`config.mk`:
```
export PLATFORM = sky130hd
export DESIGN_NAME = cpuCore
export DESIGN_NICKNAME = d
export VERILOG_FILES = /design/src/source/isaPkg.sv /design/src/source/ctrlPkg.sv /design/src/source/alu.sv /design/src/source/regFile.sv /design/src/source/progCounter.sv /design/src/source/busInterface.sv /design/src/source/controlUnit.sv /design/src/source/cpuCore.sv
export SDC_FILE = /design/constraint.sdc
export NUM_CORES = 1
export LEC_CHECK = 0
export ABC_AREA = 1
export BUFFER_PORTS_ARGS = -buffer_cell sky130_fd_sc_hd__buf_2
export CAP_MARGIN = 20
export CELL_PAD_IN_SITES_DETAIL_PLACEMENT = 1
export CELL_PAD_IN_SITES_GLOBAL_PLACEMENT = 2
export CORE_MARGIN = 4
export CORE_UTILIZATION = 37
export DETAILED_ROUTE_END_ITERATION = 8
export PLACE_DENSITY = 0.85
export SLEW_MARGIN = 40
export SYNTH_ARGS = -nofsm -noshare
export SYNTH_HDL_FRONTEND = slang
export SYNTH_SLANG_ARGS = --single-unit
```
`constraint.sdc`:
```
create_clock -name Clock -period 6.35 [get_ports Clock]
set_clock_uncertainty 0.1 [all_clocks]
set_input_delay 1.905 -clock Clock [delete_from_list [all_inputs] [get_ports Clock]]
set_output_delay 1.905 -clock Clock [all_outputs]
set_load 0.02 [all_outputs]
```
`src/source/isaPkg.sv`:
```
`default_nettype none

package isaPkg;

   parameter int DataWidth = 16;

   typedef logic [DataWidth-1:0] word_t;

   typedef enum logic [4:0] {
      ADD    = 5'h00,
      ADDI   = 5'h01,
      ADC    = 5'h02,
      SUB    = 5'h03,
      SUBI   = 5'h04,
      CMP    = 5'h05,
      CMPI   = 5'h06,
      AND    = 5'h07,
      OR     = 5'h08,
      XOR    = 5'h09,
      NOT    = 5'h0a,
      LSL    = 5'h0b,
      LSR    = 5'h0c,
      ASR    = 5'h0d,
      LUI    = 5'h0e,
      LLI    = 5'h0f,
      LDW    = 5'h10,
      STW    = 5'h11,
      BRANCH = 5'h12
   } opcode_t;

   typedef enum logic [2:0] {
      BR  = 3'd0,
      BNE = 3'd1,
      BE  = 3'd2,
      BLT = 3'd3,
      BGE = 3'd4,
      BWL = 3'd5,
      RET = 3'd6
   } branch_t;

   typedef enum logic [3:0] {
      FnAdd,
      FnAdc,
      FnSub,
      FnAnd,
      FnOr,
      FnXor,
      FnNot,
      FnLsl,
      FnLsr,
      FnAsr,
      FnLui,
      FnLli,
      FnPassA
   } aluFn_t;

   typedef struct packed {
      opcode_t    opcode;   // 15:11
      logic [2:0] rd;       // 10:8, branch code on BRANCH
      logic [2:0] ra;       // 7:5
      logic [2:0] rb;       // 4:2
      logic [1:0] lo;       // low end of both immediates
   } instr_t;

   typedef struct packed {
      logic z;
      logic n;
      logic v;
      logic c;
   } flags_t;

   function automatic word_t shortImm(instr_t i);
      return word_t'({i.rb, i.lo});   // bits 4:0, zero extended
   endfunction

   function automatic word_t longImm(instr_t i);
      return {{(DataWidth-8){i.ra[2]}}, i.ra, i.rb, i.lo};   // bits 7:0, sign extended
   endfunction

endpackage

`default_nettype wire

```
`src/source/ctrlPkg.sv`:
```
`default_nettype none

package ctrlPkg;

   import isaPkg::*;

   typedef enum logic [1:0] {
      Op2Rb,
      Op2Short,
      Op2Long
   } op2Sel_t;

   typedef enum logic {
      Rs1Ra,
      Rs1Rd
   } rs1Sel_t;

   typedef enum logic {
      WdAlu,
      WdMem
   } wdSel_t;

   typedef enum logic [1:0] {
      PcInc,
      PcTarget,
      PcLink
   } pcSel_t;

   typedef enum logic [1:0] {
      AdPc,
      AdAlu,
      AdStore
   } adSel_t;

   typedef struct packed {
      aluFn_t  aluFn;
      op2Sel_t op2Sel;
      rs1Sel_t rs1Sel;
      wdSel_t  wdSel;
      pcSel_t  pcSel;
      logic    regWe;
      logic    pcWe;
      logic    lrWe;
      logic    irWe;
      logic    aluWe;
      logic    sample;     // capture BusIn at the next edge
      logic    carryIn;    // status C for ADC
      adSel_t  adSel;
   } ctrl_t;

   typedef struct packed {
      word_t ad;
      logic  ale;
      logic  nMe;
      logic  nOe;
      logic  nWe;
   } busOut_t;

endpackage

`default_nettype wire

```
`src/source/alu.sv`:
```
`timescale 1ns/1ns
`default_nettype none

module alu import isaPkg::*; (
   input  word_t  A,
   input  word_t  B,
   input  aluFn_t Fn,
   input  logic   CarryIn,
   output word_t  Result,
   output flags_t Flags
);

   localparam int Msb = DataWidth - 1;

   logic [DataWidth:0] sum;

   always_comb begin
      sum     = '0;
      Result  = A;
      Flags.c = 1'b0;
      Flags.v = 1'b0;
      case (Fn)
         FnAdd, FnAdc: begin
            sum     = {1'b0, A} + {1'b0, B} + {{DataWidth{1'b0}}, CarryIn && (Fn == FnAdc)};
            Result  = sum[Msb:0];
            Flags.c = sum[DataWidth];
            Flags.v = (A[Msb] == B[Msb]) && (Result[Msb] != A[Msb]);
         end
         FnSub: begin
            sum     = {1'b0, A} + {1'b0, ~B} + 1'b1;
            Result  = sum[Msb:0];
            Flags.c = sum[DataWidth];   // set when no borrow
            Flags.v = (A[Msb] != B[Msb]) && (Result[Msb] != A[Msb]);
         end
         FnAnd:   Result = A & B;
         FnOr:    Result = A | B;
         FnXor:   Result = A ^ B;
         FnNot:   Result = ~A;
         FnLsl:   Result = A << B[3:0];
         FnLsr:   Result = A >> B[3:0];
         FnAsr:   Result = word_t'($signed(A) >>> B[3:0]);
         FnLui:   Result = {B[7:0], 8'h00};
         FnLli:   Result = {A[Msb:8], B[7:0]};
         default: Result = A;
      endcase
      Flags.z = (Result == '0);
      Flags.n = Result[Msb];
   end

endmodule

`default_nettype wire

```
`src/source/regFile.sv`:
```
`timescale 1ns/1ns
`default_nettype none

module regFile import isaPkg::*; (
   input  logic       Clock,
   input  logic       nReset,
   input  logic [2:0] RaAddr,
   input  logic [2:0] RbAddr,
   input  logic [2:0] WrAddr,
   input  word_t      WrData,
   input  logic       We,
   output word_t      RaData,
   output word_t      RbData
);

   word_t regs [8];

   always_ff @(posedge Clock or negedge nReset) begin
      if (!nReset) begin
         for (int i = 0; i < 8; i++)
            regs[i] <= '0;
      end else if (We) begin
         regs[WrAddr] <= WrData;
      end
   end

   assign RaData = regs[RaAddr];
   assign RbData = regs[RbAddr];

   // write address comes from the instruction register
   knownWrAddr: assert property (@(posedge Clock) disable iff (!nReset)
      We |-> !$isunknown(WrAddr));

endmodule

`default_nettype wire

```
`src/source/progCounter.sv`:
```
`timescale 1ns/1ns
`default_nettype none

module progCounter import isaPkg::*, ctrlPkg::*; #(
   parameter word_t ResetVector = '0
) (
   input  logic  Clock,
   input  logic  nReset,
   input  ctrl_t Ctrl,
   input  word_t Target,
   output word_t Pc,
   output word_t Lr
);

   word_t pcNext;

   assign pcNext = Pc + word_t'(1);

   always_ff @(posedge Clock or negedge nReset) begin
      if (!nReset) begin
         Pc <= ResetVector;
         Lr <= '0;
      end else begin
         if (Ctrl.pcWe) begin
            case (Ctrl.pcSel)
               PcTarget: Pc <= Target;
               PcLink:   Pc <= Lr;   // return
               default:  Pc <= pcNext;
            endcase
         end
         if (Ctrl.lrWe)
            Lr <= pcNext;   // word after the call
      end
   end

endmodule

`default_nettype wire

```
`src/source/busInterface.sv`:
```
`timescale 1ns/1ns
`default_nettype none

module busInterface import isaPkg::*, ctrlPkg::*; (
   input  logic       Clock,
   input  logic       nReset,
   input  ctrl_t      Ctrl,
   input  word_t      BusIn,
   input  word_t      Pc,
   input  word_t      AluResult,
   input  word_t      StoreData,   // register read port A
   input  word_t      RegB,
   output word_t      Ad,
   output instr_t     Instr,
   output word_t      MemData,     // register write-back word
   output word_t      AluReg,
   output logic [2:0] RegAddrA,
   output word_t      OpA,
   output word_t      OpB
);

   word_t dataIn;

   always_ff @(posedge Clock) begin
      if (Ctrl.sample)
         dataIn <= BusIn;
      if (Ctrl.aluWe)
         AluReg <= AluResult;
   end

   always_ff @(posedge Clock or negedge nReset) begin
      if (!nReset)
         Instr <= '0;
      else if (Ctrl.irWe)
         Instr <= instr_t'(dataIn);
   end

   always_comb begin
      case (Ctrl.adSel)
         AdAlu:   Ad = AluReg;
         AdStore: Ad = StoreData;
         default: Ad = Pc;
      endcase
   end

   always_comb begin
      case (Ctrl.op2Sel)
         Op2Short: OpB = shortImm(Instr);
         Op2Long:  OpB = longImm(Instr);
         default:  OpB = RegB;
      endcase
   end

   assign OpA      = (Instr.opcode == BRANCH) ? Pc : StoreData;   // branch target is pc relative
   assign RegAddrA = (Ctrl.rs1Sel == Rs1Rd) ? Instr.rd : Instr.ra;
   assign MemData  = (Ctrl.wdSel == WdMem) ? dataIn : AluResult;

endmodule

`default_nettype wire

```
`src/source/controlUnit.sv`:
```
`timescale 1ns/1ns
`default_nettype none

module controlUnit import isaPkg::*, ctrlPkg::*; (
   input  logic    Clock,
   input  logic    nReset,
   input  instr_t  Instr,
   input  flags_t  AluFlags,
   output ctrl_t   Ctrl,
   output busOut_t Strobes
);

   typedef enum logic [3:0] {F1, F2, F3, F4, E1, E2, E3, E4, E5} phase_t;

   phase_t  phase;
   flags_t  statusReg;
   logic    statusWe;
   logic    memOp;
   logic    taken;
   branch_t branchCode;

   assign memOp      = Instr.opcode inside {LDW, STW};
   assign branchCode = branch_t'(Instr.rd);

   function automatic aluFn_t aluFnOf(opcode_t op);
      case (op)
         ADD, ADDI:           return FnAdd;
         ADC:                 return FnAdc;
         SUB, SUBI, CMP, CMPI: return FnSub;
         AND:                 return FnAnd;
         OR:                  return FnOr;
         XOR:                 return FnXor;
         NOT:                 return FnNot;
         LSL:                 return FnLsl;
         LSR:                 return FnLsr;
         ASR:                 return FnAsr;
         LUI:                 return FnLui;
         LLI:                 return FnLli;
         default:             return FnPassA;
      endcase
   endfunction

   function automatic op2Sel_t op2Of(opcode_t op);
      case (op)
         ADDI, SUBI, CMPI, LSL, LSR, ASR: return Op2Short;
         LUI, LLI:                        return Op2Long;
         default:                         return Op2Rb;
      endcase
   endfunction

   always_ff @(posedge Clock or negedge nReset) begin
      if (!nReset) begin
         phase <= F1;
      end else begin
         case (phase)
            F1:      phase <= F2;
            F2:      phase <= F3;
            F3:      phase <= F4;
            F4:      phase <= E1;
            E1:      phase <= memOp ? E2 : F1;
            E2:      phase <= E3;
            E3:      phase <= E4;
            E4:      phase <= E5;
            default: phase <= F1;
         endcase
      end
   end

   always_ff @(posedge Clock or negedge nReset) begin
      if (!nReset)
         statusReg <= '0;
      else if (statusWe)
         statusReg <= AluFlags;
   end

   always_comb begin
      case (branchCode)
         BR, BWL: taken = 1'b1;
         BNE:     taken = !statusReg.z;
         BE:      taken = statusReg.z;
         BLT:     taken = statusReg.n ^ statusReg.v;
         BGE:     taken = !(statusReg.n ^ statusReg.v);
         default: taken = 1'b0;
      endcase
   end

   always_comb begin
      Ctrl.aluFn   = FnPassA;
      Ctrl.op2Sel  = Op2Rb;
      Ctrl.rs1Sel  = Rs1Ra;
      Ctrl.wdSel   = WdAlu;
      Ctrl.pcSel   = PcInc;
      Ctrl.regWe   = 1'b0;
      Ctrl.pcWe    = 1'b0;
      Ctrl.lrWe    = 1'b0;
      Ctrl.irWe    = 1'b0;
      Ctrl.aluWe   = 1'b0;
      Ctrl.sample  = 1'b0;
      Ctrl.carryIn = statusReg.c;
      Ctrl.adSel   = AdPc;
      Strobes.ad   = '0;
      Strobes.ale  = 1'b0;
      Strobes.nMe  = 1'b1;
      Strobes.nOe  = 1'b1;
      Strobes.nWe  = 1'b1;
      statusWe     = 1'b0;
      case (phase)
         F1: Strobes.ale = nReset;   // pc on the bus, low while in reset
         F2: begin
            Strobes.nMe = 1'b0;
            Strobes.nOe = 1'b0;
         end
         F3: begin
            Strobes.nMe = 1'b0;
            Strobes.nOe = 1'b0;
            Ctrl.sample = 1'b1;
         end
         F4: Ctrl.irWe = 1'b1;
         E1: begin
            case (Instr.opcode)
               ADD, ADDI, ADC, SUB, SUBI, CMP, CMPI, AND, OR, XOR, NOT, LSL, LSR, ASR,
               LUI, LLI: begin
                  Ctrl.aluFn  = aluFnOf(Instr.opcode);
                  Ctrl.op2Sel = op2Of(Instr.opcode);
                  Ctrl.rs1Sel = (Instr.opcode == LLI) ? Rs1Rd : Rs1Ra;   // keeps rd high byte
                  Ctrl.regWe  = !(Instr.opcode inside {CMP, CMPI});
                  statusWe    = !(Instr.opcode inside {LUI, LLI});
                  Ctrl.pcWe   = 1'b1;
               end
               LDW, STW: begin
                  Ctrl.aluFn  = FnAdd;      // ra + offset
                  Ctrl.op2Sel = Op2Short;
                  Ctrl.aluWe  = 1'b1;
               end
               BRANCH: begin
                  Ctrl.aluFn  = FnAdd;      // pc + offset
                  Ctrl.op2Sel = Op2Long;
                  Ctrl.pcWe   = 1'b1;
                  if (branchCode == RET) begin
                     Ctrl.pcSel = PcLink;
                  end else if (taken) begin
                     Ctrl.pcSel = PcTarget;
                     Ctrl.lrWe  = (branchCode == BWL);
                  end
               end
               default: Ctrl.pcWe = 1'b1;   // unknown opcode skipped
            endcase
         end
         E2: begin
            Strobes.ale = 1'b1;
            Ctrl.adSel  = AdAlu;
         end
         E3: begin
            Ctrl.adSel = AdAlu;
            if (Instr.opcode == LDW) begin
               Strobes.nMe = 1'b0;
               Strobes.nOe = 1'b0;
            end else begin
               Ctrl.rs1Sel = Rs1Rd;   // store word into the alu register
               Ctrl.aluWe  = 1'b1;
            end
         end
         E4: begin
            Ctrl.adSel  = AdAlu;
            Strobes.nMe = 1'b0;
            if (Instr.opcode == LDW) begin
               Strobes.nOe = 1'b0;
               Ctrl.sample = 1'b1;
            end else begin
               Strobes.nWe = 1'b0;
            end
         end
         E5: begin
            Ctrl.pcWe = 1'b1;
            if (Instr.opcode == LDW) begin
               Ctrl.wdSel = WdMem;
               Ctrl.regWe = 1'b1;
            end else begin
               Ctrl.rs1Sel = Rs1Rd;   // data held past the write edge
               Ctrl.adSel  = AdStore;
            end
         end
         default: ;
      endcase
   end

   noReadWrite: assert property (@(posedge Clock) disable iff (!nReset)
      !(!Strobes.nOe && !Strobes.nWe));

   aleIdle: assert property (@(posedge Clock) disable iff (!nReset)
      Strobes.ale |-> Strobes.nMe);

endmodule

`default_nettype wire

```
`src/source/cpuCore.sv`:
```
`timescale 1ns/1ns
`default_nettype none

module cpuCore import isaPkg::*, ctrlPkg::*; #(
   parameter word_t ResetVector = '0
) (
   input  logic    Clock,
   input  logic    nReset,
   input  word_t   BusIn,
   output busOut_t BusOut
);

   ctrl_t      ctrl;
   busOut_t    strobes;
   instr_t     instr;
   flags_t     aluFlags;
   word_t      opA;
   word_t      opB;
   word_t      aluResult;
   word_t      raData;
   word_t      rbData;
   word_t      wrData;
   word_t      pc;
   word_t      ad;
   logic [2:0] raAddr;

   controlUnit uControl (
      .Clock    (Clock),
      .nReset   (nReset),
      .Instr    (instr),
      .AluFlags (aluFlags),
      .Ctrl     (ctrl),
      .Strobes  (strobes)
   );

   alu uAlu (
      .A       (opA),
      .B       (opB),
      .Fn      (ctrl.aluFn),
      .CarryIn (ctrl.carryIn),
      .Result  (aluResult),
      .Flags   (aluFlags)
   );

   regFile uRegs (
      .Clock  (Clock),
      .nReset (nReset),
      .RaAddr (raAddr),
      .RbAddr (instr.rb),
      .WrAddr (instr.rd),
      .WrData (wrData),
      .We     (ctrl.regWe),
      .RaData (raData),
      .RbData (rbData)
   );

   progCounter #(
      .ResetVector (ResetVector)
   ) uPc (
      .Clock  (Clock),
      .nReset (nReset),
      .Ctrl   (ctrl),
      .Target (aluResult),
      .Pc     (pc),
      .Lr     ()
   );

   busInterface uBus (
      .Clock     (Clock),
      .nReset    (nReset),
      .Ctrl      (ctrl),
      .BusIn     (BusIn),
      .Pc        (pc),
      .AluResult (aluResult),
      .StoreData (raData),
      .RegB      (rbData),
      .Ad        (ad),
      .Instr     (instr),
      .MemData   (wrData),
      .AluReg    (),
      .RegAddrA  (raAddr),
      .OpA       (opA),
      .OpB       (opB)
   );

   assign BusOut = '{ad: ad, ale: strobes.ale, nMe: strobes.nMe, nOe: strobes.nOe,
                     nWe: strobes.nWe};

endmodule

`default_nettype wire

```
# Yosys cells after proc, flatten, opt, wreduce, memory -nomap -nowiden
# Memories as Yosys holds them, arrays and structs flattened.
# Cells that the tools add are included.
dict set report op_classes {
  order_cmp 4
  mul 0
  n_reduce_logical 23
  add_sub_neg 5
  div 0
  shifts 3
  mux 53
  bitwise 9
  eq_ne 53
}
# op n
set ops {}
lappend ops {{case mux 16 bit (11 select lines)} 1}
lappend ops {{bitwise mux 128 bit} 1}
lappend ops {{two-way mux 16 bit} 7}
lappend ops {{binary-select mux 16 bit (select 3 bit)} 2}
lappend ops {{case mux 16 bit (2 select lines)} 3}
lappend ops {{demux 16 bit (select 3 bit)} 1}
lappend ops {{== test 5 x 4 -> 1 bit (second input constant)} 8}
lappend ops {{adder 16 x 16 -> 17 bit} 2}
lappend ops {{== test 4 x 3 -> 1 bit (second input constant)} 8}
lappend ops {{inverter 16 bit} 2}
lappend ops {{case mux 4 bit (8 select lines)} 1}
lappend ops {{== test 4 bit (second input constant)} 5}
lappend ops {{== test 5 x 3 -> 1 bit (second input constant)} 4}
lappend ops {{case mux 6 bit (3 select lines)} 1}
lappend ops {{adder 17 x 1 -> 17 bit} 1}
lappend ops {{adder 17 x 1 -> 17 bit (second input constant)} 1}
lappend ops {{two-way mux 1 bit} 17}
lappend ops {{adder 16 x 1 -> 16 bit (second input constant)} 1}
lappend ops {{bitwise AND 16 bit} 1}
lappend ops {{== test 4 x 2 -> 1 bit (second input constant)} 4}
lappend ops {{zero test 16 bit} 1}
lappend ops {{OR 16 bit} 1}
lappend ops {{OR reduction 16 bit} 1}
lappend ops {{left shift 16 x 4 -> 16 bit} 1}
lappend ops {{34 further kinds} 75}
dict set report word_totals {
  mem_count 2
  rom_bits 96
  regBits 216
  ramBits 0
  in_bits 18
  latch_bits 0
  elab_cells 174
  out_inout_bits 20
}
# memory depth word_bits read_ports rd_clocked_by_memory_dff wr line
set mem_list {}
lappend mem_list {{(name not given)} 16 4 1 0 0 controlUnit.sv:26} ;# case (op)
lappend mem_list {{(name not given)} 16 2 1 0 0 controlUnit.sv:44} ;# case (op)

# Depth between registers and ports, before layout
dict set report logic_depth {
  depth_word 15
  ltp_mapped 40
  ltp_nobuf 37
}

# Hierarchy
# Synthesis repeated with hierarchy kept, for this count alone.
dict set report hier_totals {
  hier_cells 2899
  hier_area_um2 17859.6
}
# mod area_each_um2 cells_each n_inst
set by_module_without_submodules {}
lappend by_module_without_submodules {regFile 7489.7 1165 1}
lappend by_module_without_submodules {alu 4879.7 1040 1}
lappend by_module_without_submodules {busInterface 2643.8 277 1}
lappend by_module_without_submodules {progCounter 1943.1 268 1}
lappend by_module_without_submodules {controlUnit 903.4 149 1}

# Worst setup path before layout
# No wires, ideal clock.
dict set report synth_timing {
  kind {register -> register}
  from {register uControl.phase[0]}
  to {register uControl.statusReg[3] (netlist bit)}
  setup_slack_ns 1.140
  t_arrival_ns 5.032
  path_stages_with_launch 40
  period_less_slack_ns 5.210
  required_time_ns 6.172
  cell_sequence {dfrtp_1 buf_6 inv_1 nand2_1 nor2_4 inv_2 nor2_4 inv_2 nor2_1 inv_1 nor2_1 nor2_1 inv_1 ha_1 inv_1 o21ai_0 o21ai_4 inv_2 [4 not listed] nand4_1 nand2_1 a21oi_1 o21bai_1 nand2_1 nand2_1 nand2_1 nand2_1 nand2_1 nand3_1 nand3_1 nor2_1 nand2_1 nand2_2 nand2_1 inv_1 nand3_1 o21bai_1}
}
dict set report synth_via {
  elab_chain_cells 13
  elab_cells_between_ends 44
}
# item line
set synth_lines {}
lappend synth_lines {{start: declaration} controlUnit.sv:15} ;# phase_t phase;
lappend synth_lines {{start signal: assignment} controlUnit.sv:60} ;# E1: phase <= memOp ? E2 : F1;
lappend synth_lines {{== test 4 x 3 -> 1 bit or == test 4 bit (tied branches)} controlUnit.sv:107} ;# case (phase)
lappend synth_lines {{OR reduction 2 bit (no source line)} --}
lappend synth_lines {{case mux 1 bit (2 select lines)} controlUnit.sv:107}
lappend synth_lines {{two-way mux 3 bit} busInterface.sv:55} ;# assign RegAddrA = (Ctrl.rs1Sel == Rs1Rd) ? Instr.rd : Instr.ra;
lappend synth_lines {{inverter 3 -> 4 bit (not written as such)} regFile.sv:27} ;# assign RaData = regs[RaAddr];
lappend synth_lines {{binary-select mux 16 bit (select 3 bit)} regFile.sv:27}
lappend synth_lines {{two-way mux 16 bit (not written as such) (2 in series)} regFile.sv:27}
lappend synth_lines {{two-way mux 16 bit} busInterface.sv:54} ;# assign OpA = (Instr.opcode == BRANCH) ? Pc : StoreData;
lappend synth_lines {{adder 16 x 16 -> 17 bit (on tied branches)} {alu.sv:30, alu.sv:24}}
lappend synth_lines {{adder 17 x 1 -> 17 bit (on tied branches)} {alu.sv:30, alu.sv:24}}
lappend synth_lines {{case mux 16 bit (11 select lines)} alu.sv:22} ;# case (Fn)
lappend synth_lines {{zero test 16 bit} alu.sv:46} ;# Flags.z = (Result == '0);
lappend synth_lines {{end signal: assignment} controlUnit.sv:73} ;# statusReg <= AluFlags;
lappend synth_lines {{end: declaration} controlUnit.sv:16} ;# flags_t statusReg;
# Parallel ways exist; a longest one is shown, timed or not. The select of a mux whose other input is x is not followed.
# A chain may end at the register's enable or synchronous reset.

# Final worst setup path
dict set report layout_timing {
  from {register uControl.phase[1]}
  to {register uRegs.regs[119] (netlist bit)}
}
dict set report layout_via {
  elab_chain_cells 14
  elab_cells_between_ends 46
}
# item line
set layout_lines {}
lappend layout_lines {{== test 4 x 3 -> 1 bit or == test 4 bit (tied branches)} controlUnit.sv:107}
lappend layout_lines {{OR reduction 2 bit (no source line)} --}
lappend layout_lines {{case mux 1 bit (2 select lines)} controlUnit.sv:107}
lappend layout_lines {{two-way mux 3 bit} busInterface.sv:55}
lappend layout_lines {{inverter 3 -> 4 bit (not written as such)} regFile.sv:27}
lappend layout_lines {{binary-select mux 16 bit (select 3 bit)} regFile.sv:27}
lappend layout_lines {{two-way mux 16 bit (not written as such) (2 in series)} regFile.sv:27}
lappend layout_lines {{two-way mux 16 bit} busInterface.sv:54}
lappend layout_lines {{adder 16 x 16 -> 17 bit (on tied branches)} {alu.sv:30, alu.sv:24}}
lappend layout_lines {{adder 17 x 1 -> 17 bit (on tied branches)} {alu.sv:30, alu.sv:24}}
lappend layout_lines {{case mux 16 bit (11 select lines)} alu.sv:22}
lappend layout_lines {{two-way mux 16 bit} busInterface.sv:56} ;# assign MemData = (Ctrl.wdSel == WdMem) ? dataIn : AluResult;
lappend layout_lines {{bitwise mux 128 bit} regFile.sv:23} ;# regs[WrAddr] <= WrData;
lappend layout_lines {{end signal: indexed assignment} regFile.sv:23}
lappend layout_lines {{end: declaration} regFile.sv:16} ;# word_t regs [8];
# Parallel ways exist; a longest one is shown, timed or not. The select of a mux whose other input is x is not followed.

==> flow_summary.yaml <==
global_routing:
  grt_pass1_wl_um: 112000
  grt_max_degree: 68
  grt_pass1_vias: 18000
  grtUsageMet2_pct: 43.7
  met3_usage_pct: 6.18
  grtUsageTotal_pct: 29.2
  antenna_found_initial: 2
  use_met1_pct: 42.3
  overflow: 0
  grt-busiest-layer: "met2"
worst_setup_path:
  r2r.worst_path.cells: 33
  crit_cells: 33
  crit_fanout: 11
  rr_startpoint: "uControl.phase[1]$_DFF_PN0_"
  crit_end: "uRegs.regs[119]$_DFFE_PN0P_"
  crit_type: "register to register"
  crit_family: "simple AND/OR/NAND/NOR gates"
  slowest_delay_ps: 420
  critPathSlowestCell: "dfrtp_1"
  start_kind: "register"
  r2r_slack_ps: 330
  worst-path-buf-inv: 8
  r2r_end: "uRegs.regs[119]$_DFFE_PN0P_"
  required_ps: 6650
  worstSetupStartpoint: "uControl.phase[1]$_DFF_PN0_"
  worstPathArrival_ps: 6320
  critPathMostFrequentCell: "nand2_1"
  endpoint_kind: "register"
sta:
  maxSlewViolCount: 0
  tns_ps: 0
  final_hold_viol_count: 0
  finalSetupViolations: 0
  period_share_pct: 94.8
  fin_crit_ps: 6020
  tightest_slew_ps: 866
  relSlewSlack_pct: 41.6
  fmax_mhz: 166
  hold_ws_ps: 391
routing:
  antenna_left: 0
  wl_per_cell_um: 24.1
  viasPerCell: 5.84
  drc_errors: 0
  vias: 17900
  totalWireLength_um: 73900
  drtIter0Drc: 1692
  dr.pass1.iters: 5
yosys:
  ys_seq_area_share_pct: 33.0
  synth_edf_count: 32
  ys.flop_type: "dfrtp_1"
  postSynthNetCount: 2514
  yosys_warnings: 0
  postSynthCellCount: 2436
  avgSynthCellArea_sq_um: 6.92
  synth_area_sq_um: 16800
  ys_ff_latch: 216
  yosysUniqueCellTypes: 55
  synthArstFlopShare_pct: 85.2
outcome:
  outcome: "completed"
clock_network:
  cts.sinks: 216
  cts_tree: "built"
  cts_buffers: 26
  cts.htree.levels: 1
  cts-root-buf: "clkbuf_16"
  clk_pin_slew_ps: 60
  clock_latency_ps: 560
  clockBufferDepth: 3
floorplan:
  core-area_sq_um: 44600
  chipWidth_um: 221
  die_h_um: 221
  start_util_pct: 37.8
  die-area_sq_um: 49000
  io_pins: 38
  rows: 77
place:
  io_buffers: 37
  place_congestion: 0.964
  dpl_cell_area_sq_um: 17700
  hpwl_um: 54000
  dp_cells: 3010
cells_and_area:
  final_area_sq_um: 18700
  drive_gt1_share_pct: 13.7
  finish.net_count: 2531
  area_delta_synth_final_pct: 11.1
  finalNonFillerCells: 3063
flow_run:
  cap_violations: 0
hold_path:
  holdCritPathClass: "register to register"
-- cell usage in the layout (no fill, tap or decap), drive strengths merged, types with 4 or more instances in the layout --
cell type	n
nor3	15
o211ai	11
nand2	734
a21oi	152
o21ai	281
o21bai	4
a31oi	4
dfrtp	184
edfxtp	32
o22ai	5
buf	112
a211oi	12
clkinv	10
a22oi	20
nand4	14
mux2	4
clkbuf	34
inv	235
xor2	17
o221ai	5
nor4	7
nor2	120
nand3	354
o2111ai	7
or2	6
o311ai	7
bufinv	4
ha	57
-- worst min path at each step --
| stage | slack (ps) | startpoint | end | depth (start not counted) |
|---|---|---|---|---|
| global placement | 370 | uPc.Lr[13]$_DFFE_PN0P_ | uPc.Lr[13]$_DFFE_PN0P_ | 2 |
| finish | 390 | uPc.Lr[2]$_DFFE_PN0P_ | uPc.Lr[2]$_DFFE_PN0P_ | 2 |
| global route | 420 | uPc.Lr[2]$_DFFE_PN0P_ | uPc.Lr[2]$_DFFE_PN0P_ | 2 |
| floorplan | 350 | uPc.Lr[0]$_DFFE_PN0P_ | uPc.Lr[0]$_DFFE_PN0P_ | 2 |
| CTS | 400 | uPc.Lr[5]$_DFFE_PN0P_ | uPc.Lr[5]$_DFFE_PN0P_ | 2 |
| detailed placement | 380 | uPc.Lr[5]$_DFFE_PN0P_ | uPc.Lr[5]$_DFFE_PN0P_ | 2 |
-- tightest hold or removal path: cells and delay by family (launching register included) --
kind	cells	cell delay, ps
AOI/OAI and AO/OA	1	60
and+or+nand+nor	1	50
DFF	1	350
-- timing repair --
item / in CTS / in global routing
gates resized for setup: 1 / 19
endpoints found under the setup margin: 9 / 103
hold buffers: 0 / 0
setup buffers: 0 / 6
gates cloned: 0 / 1
pin swaps: 0 / 2
-- layout make-up --
cell class              count  area, sq um
fillers                  5711        25900
multi-input cells        1858         9850
flip-flops and latches    216         5570
inverters                 238          905
repair buffers            113          797
well taps                 592          741
clock buffers              33          697
clock inverters            12          171
diodes                      1         2.50
-- flip-flops by register name, summed over array words and instances, names as in the netlist --
register / flops
uBus.dataIn: 16
uBus.AluReg: 16
uControl.statusReg: 3
uControl.phase: 4
uBus.Instr: 16
uRegs.regs: 128
uControl.Ctrl: 1
uPc.Lr: 16
uPc.Pc: 16
-- synth_stat cells (4+ instances only) --
cell type / number / area share, %
buf_4: 7 / 0.31
o311ai_0: 7 / 0.36
nand3_2: 35 / 2.1
o221ai_1: 5 / 0.26
inv_1: 207 / 4.6
o21ai_0: 185 / 5.5
nand3_1: 317 / 9.4
o21ai_1: 58 / 1.7
buf_2: 28 / 0.83
dfrtp_1: 184 / 27
o21bai_1: 4 / 0.18
inv_2: 25 / 0.56
buf_6: 10 / 0.67
clkbuf_1: 61 / 1.4
a21oi_1: 152 / 4.5
o21ai_2: 27 / 1.4
xor2_1: 17 / 0.88
nor4_1: 7 / 0.26
edfxtp_1: 32 / 5.7
nand2_1: 693 / 15
nand4_1: 14 / 0.52
a31oi_1: 4 / 0.15
o2111ai_1: 7 / 0.36
nor2_4: 6 / 0.40
ha_1: 57 / 4.2
nand2_4: 5 / 0.33
a211oi_1: 12 / 0.53
o22ai_1: 4 / 0.15
or2_2: 6 / 0.22
nor3_1: 14 / 0.42
a22oi_1: 20 / 0.89
nor2_2: 7 / 0.26
buf_1: 17 / 0.38
nor2_1: 107 / 2.4
nand2_2: 32 / 1.2
o211ai_1: 11 / 0.49
o21ai_4: 11 / 1.1
mux2_2: 4 / 0.27
-- routing by layer --
| layer | wire length [um] | share of wire [%] |
|---|---|---|
| met1 | 33900 | 46 |
| met2 | 31500 | 43 |
| met3 | 5810 | 7.9 |
| met4 | 2650 | 3.6 |
| met5 | 22 | 0.030 |
-- through the flow --
stage	setup WS (ps)	utilization [%]
after global placement	-22.2	39.7
final	332	42.0
after floorplan	1140	-
after global routing	-8.12	42.0
after CTS	82.2	41.7
after detailed placement	-29.0	39.7
-- kinds of logic after synthesis --
group | Yosys count | share of synthesized area (%)
AO/OA/AOI/OAI | 523 | 18.4
buffers and inverters | 363 | 9.07
XOR/XNOR | 18 | 0.936
adder cells (fa/ha/maj) | 60 | 4.59
AND/OR/NAND/NOR | 1252 | 33.7
multiplexers | 4 | 0.267
flip-flops | 216 | 33.0
Power is not shown: default switching activity piles up to over one toggle a cycle in this logic, so the estimate is an artifact.
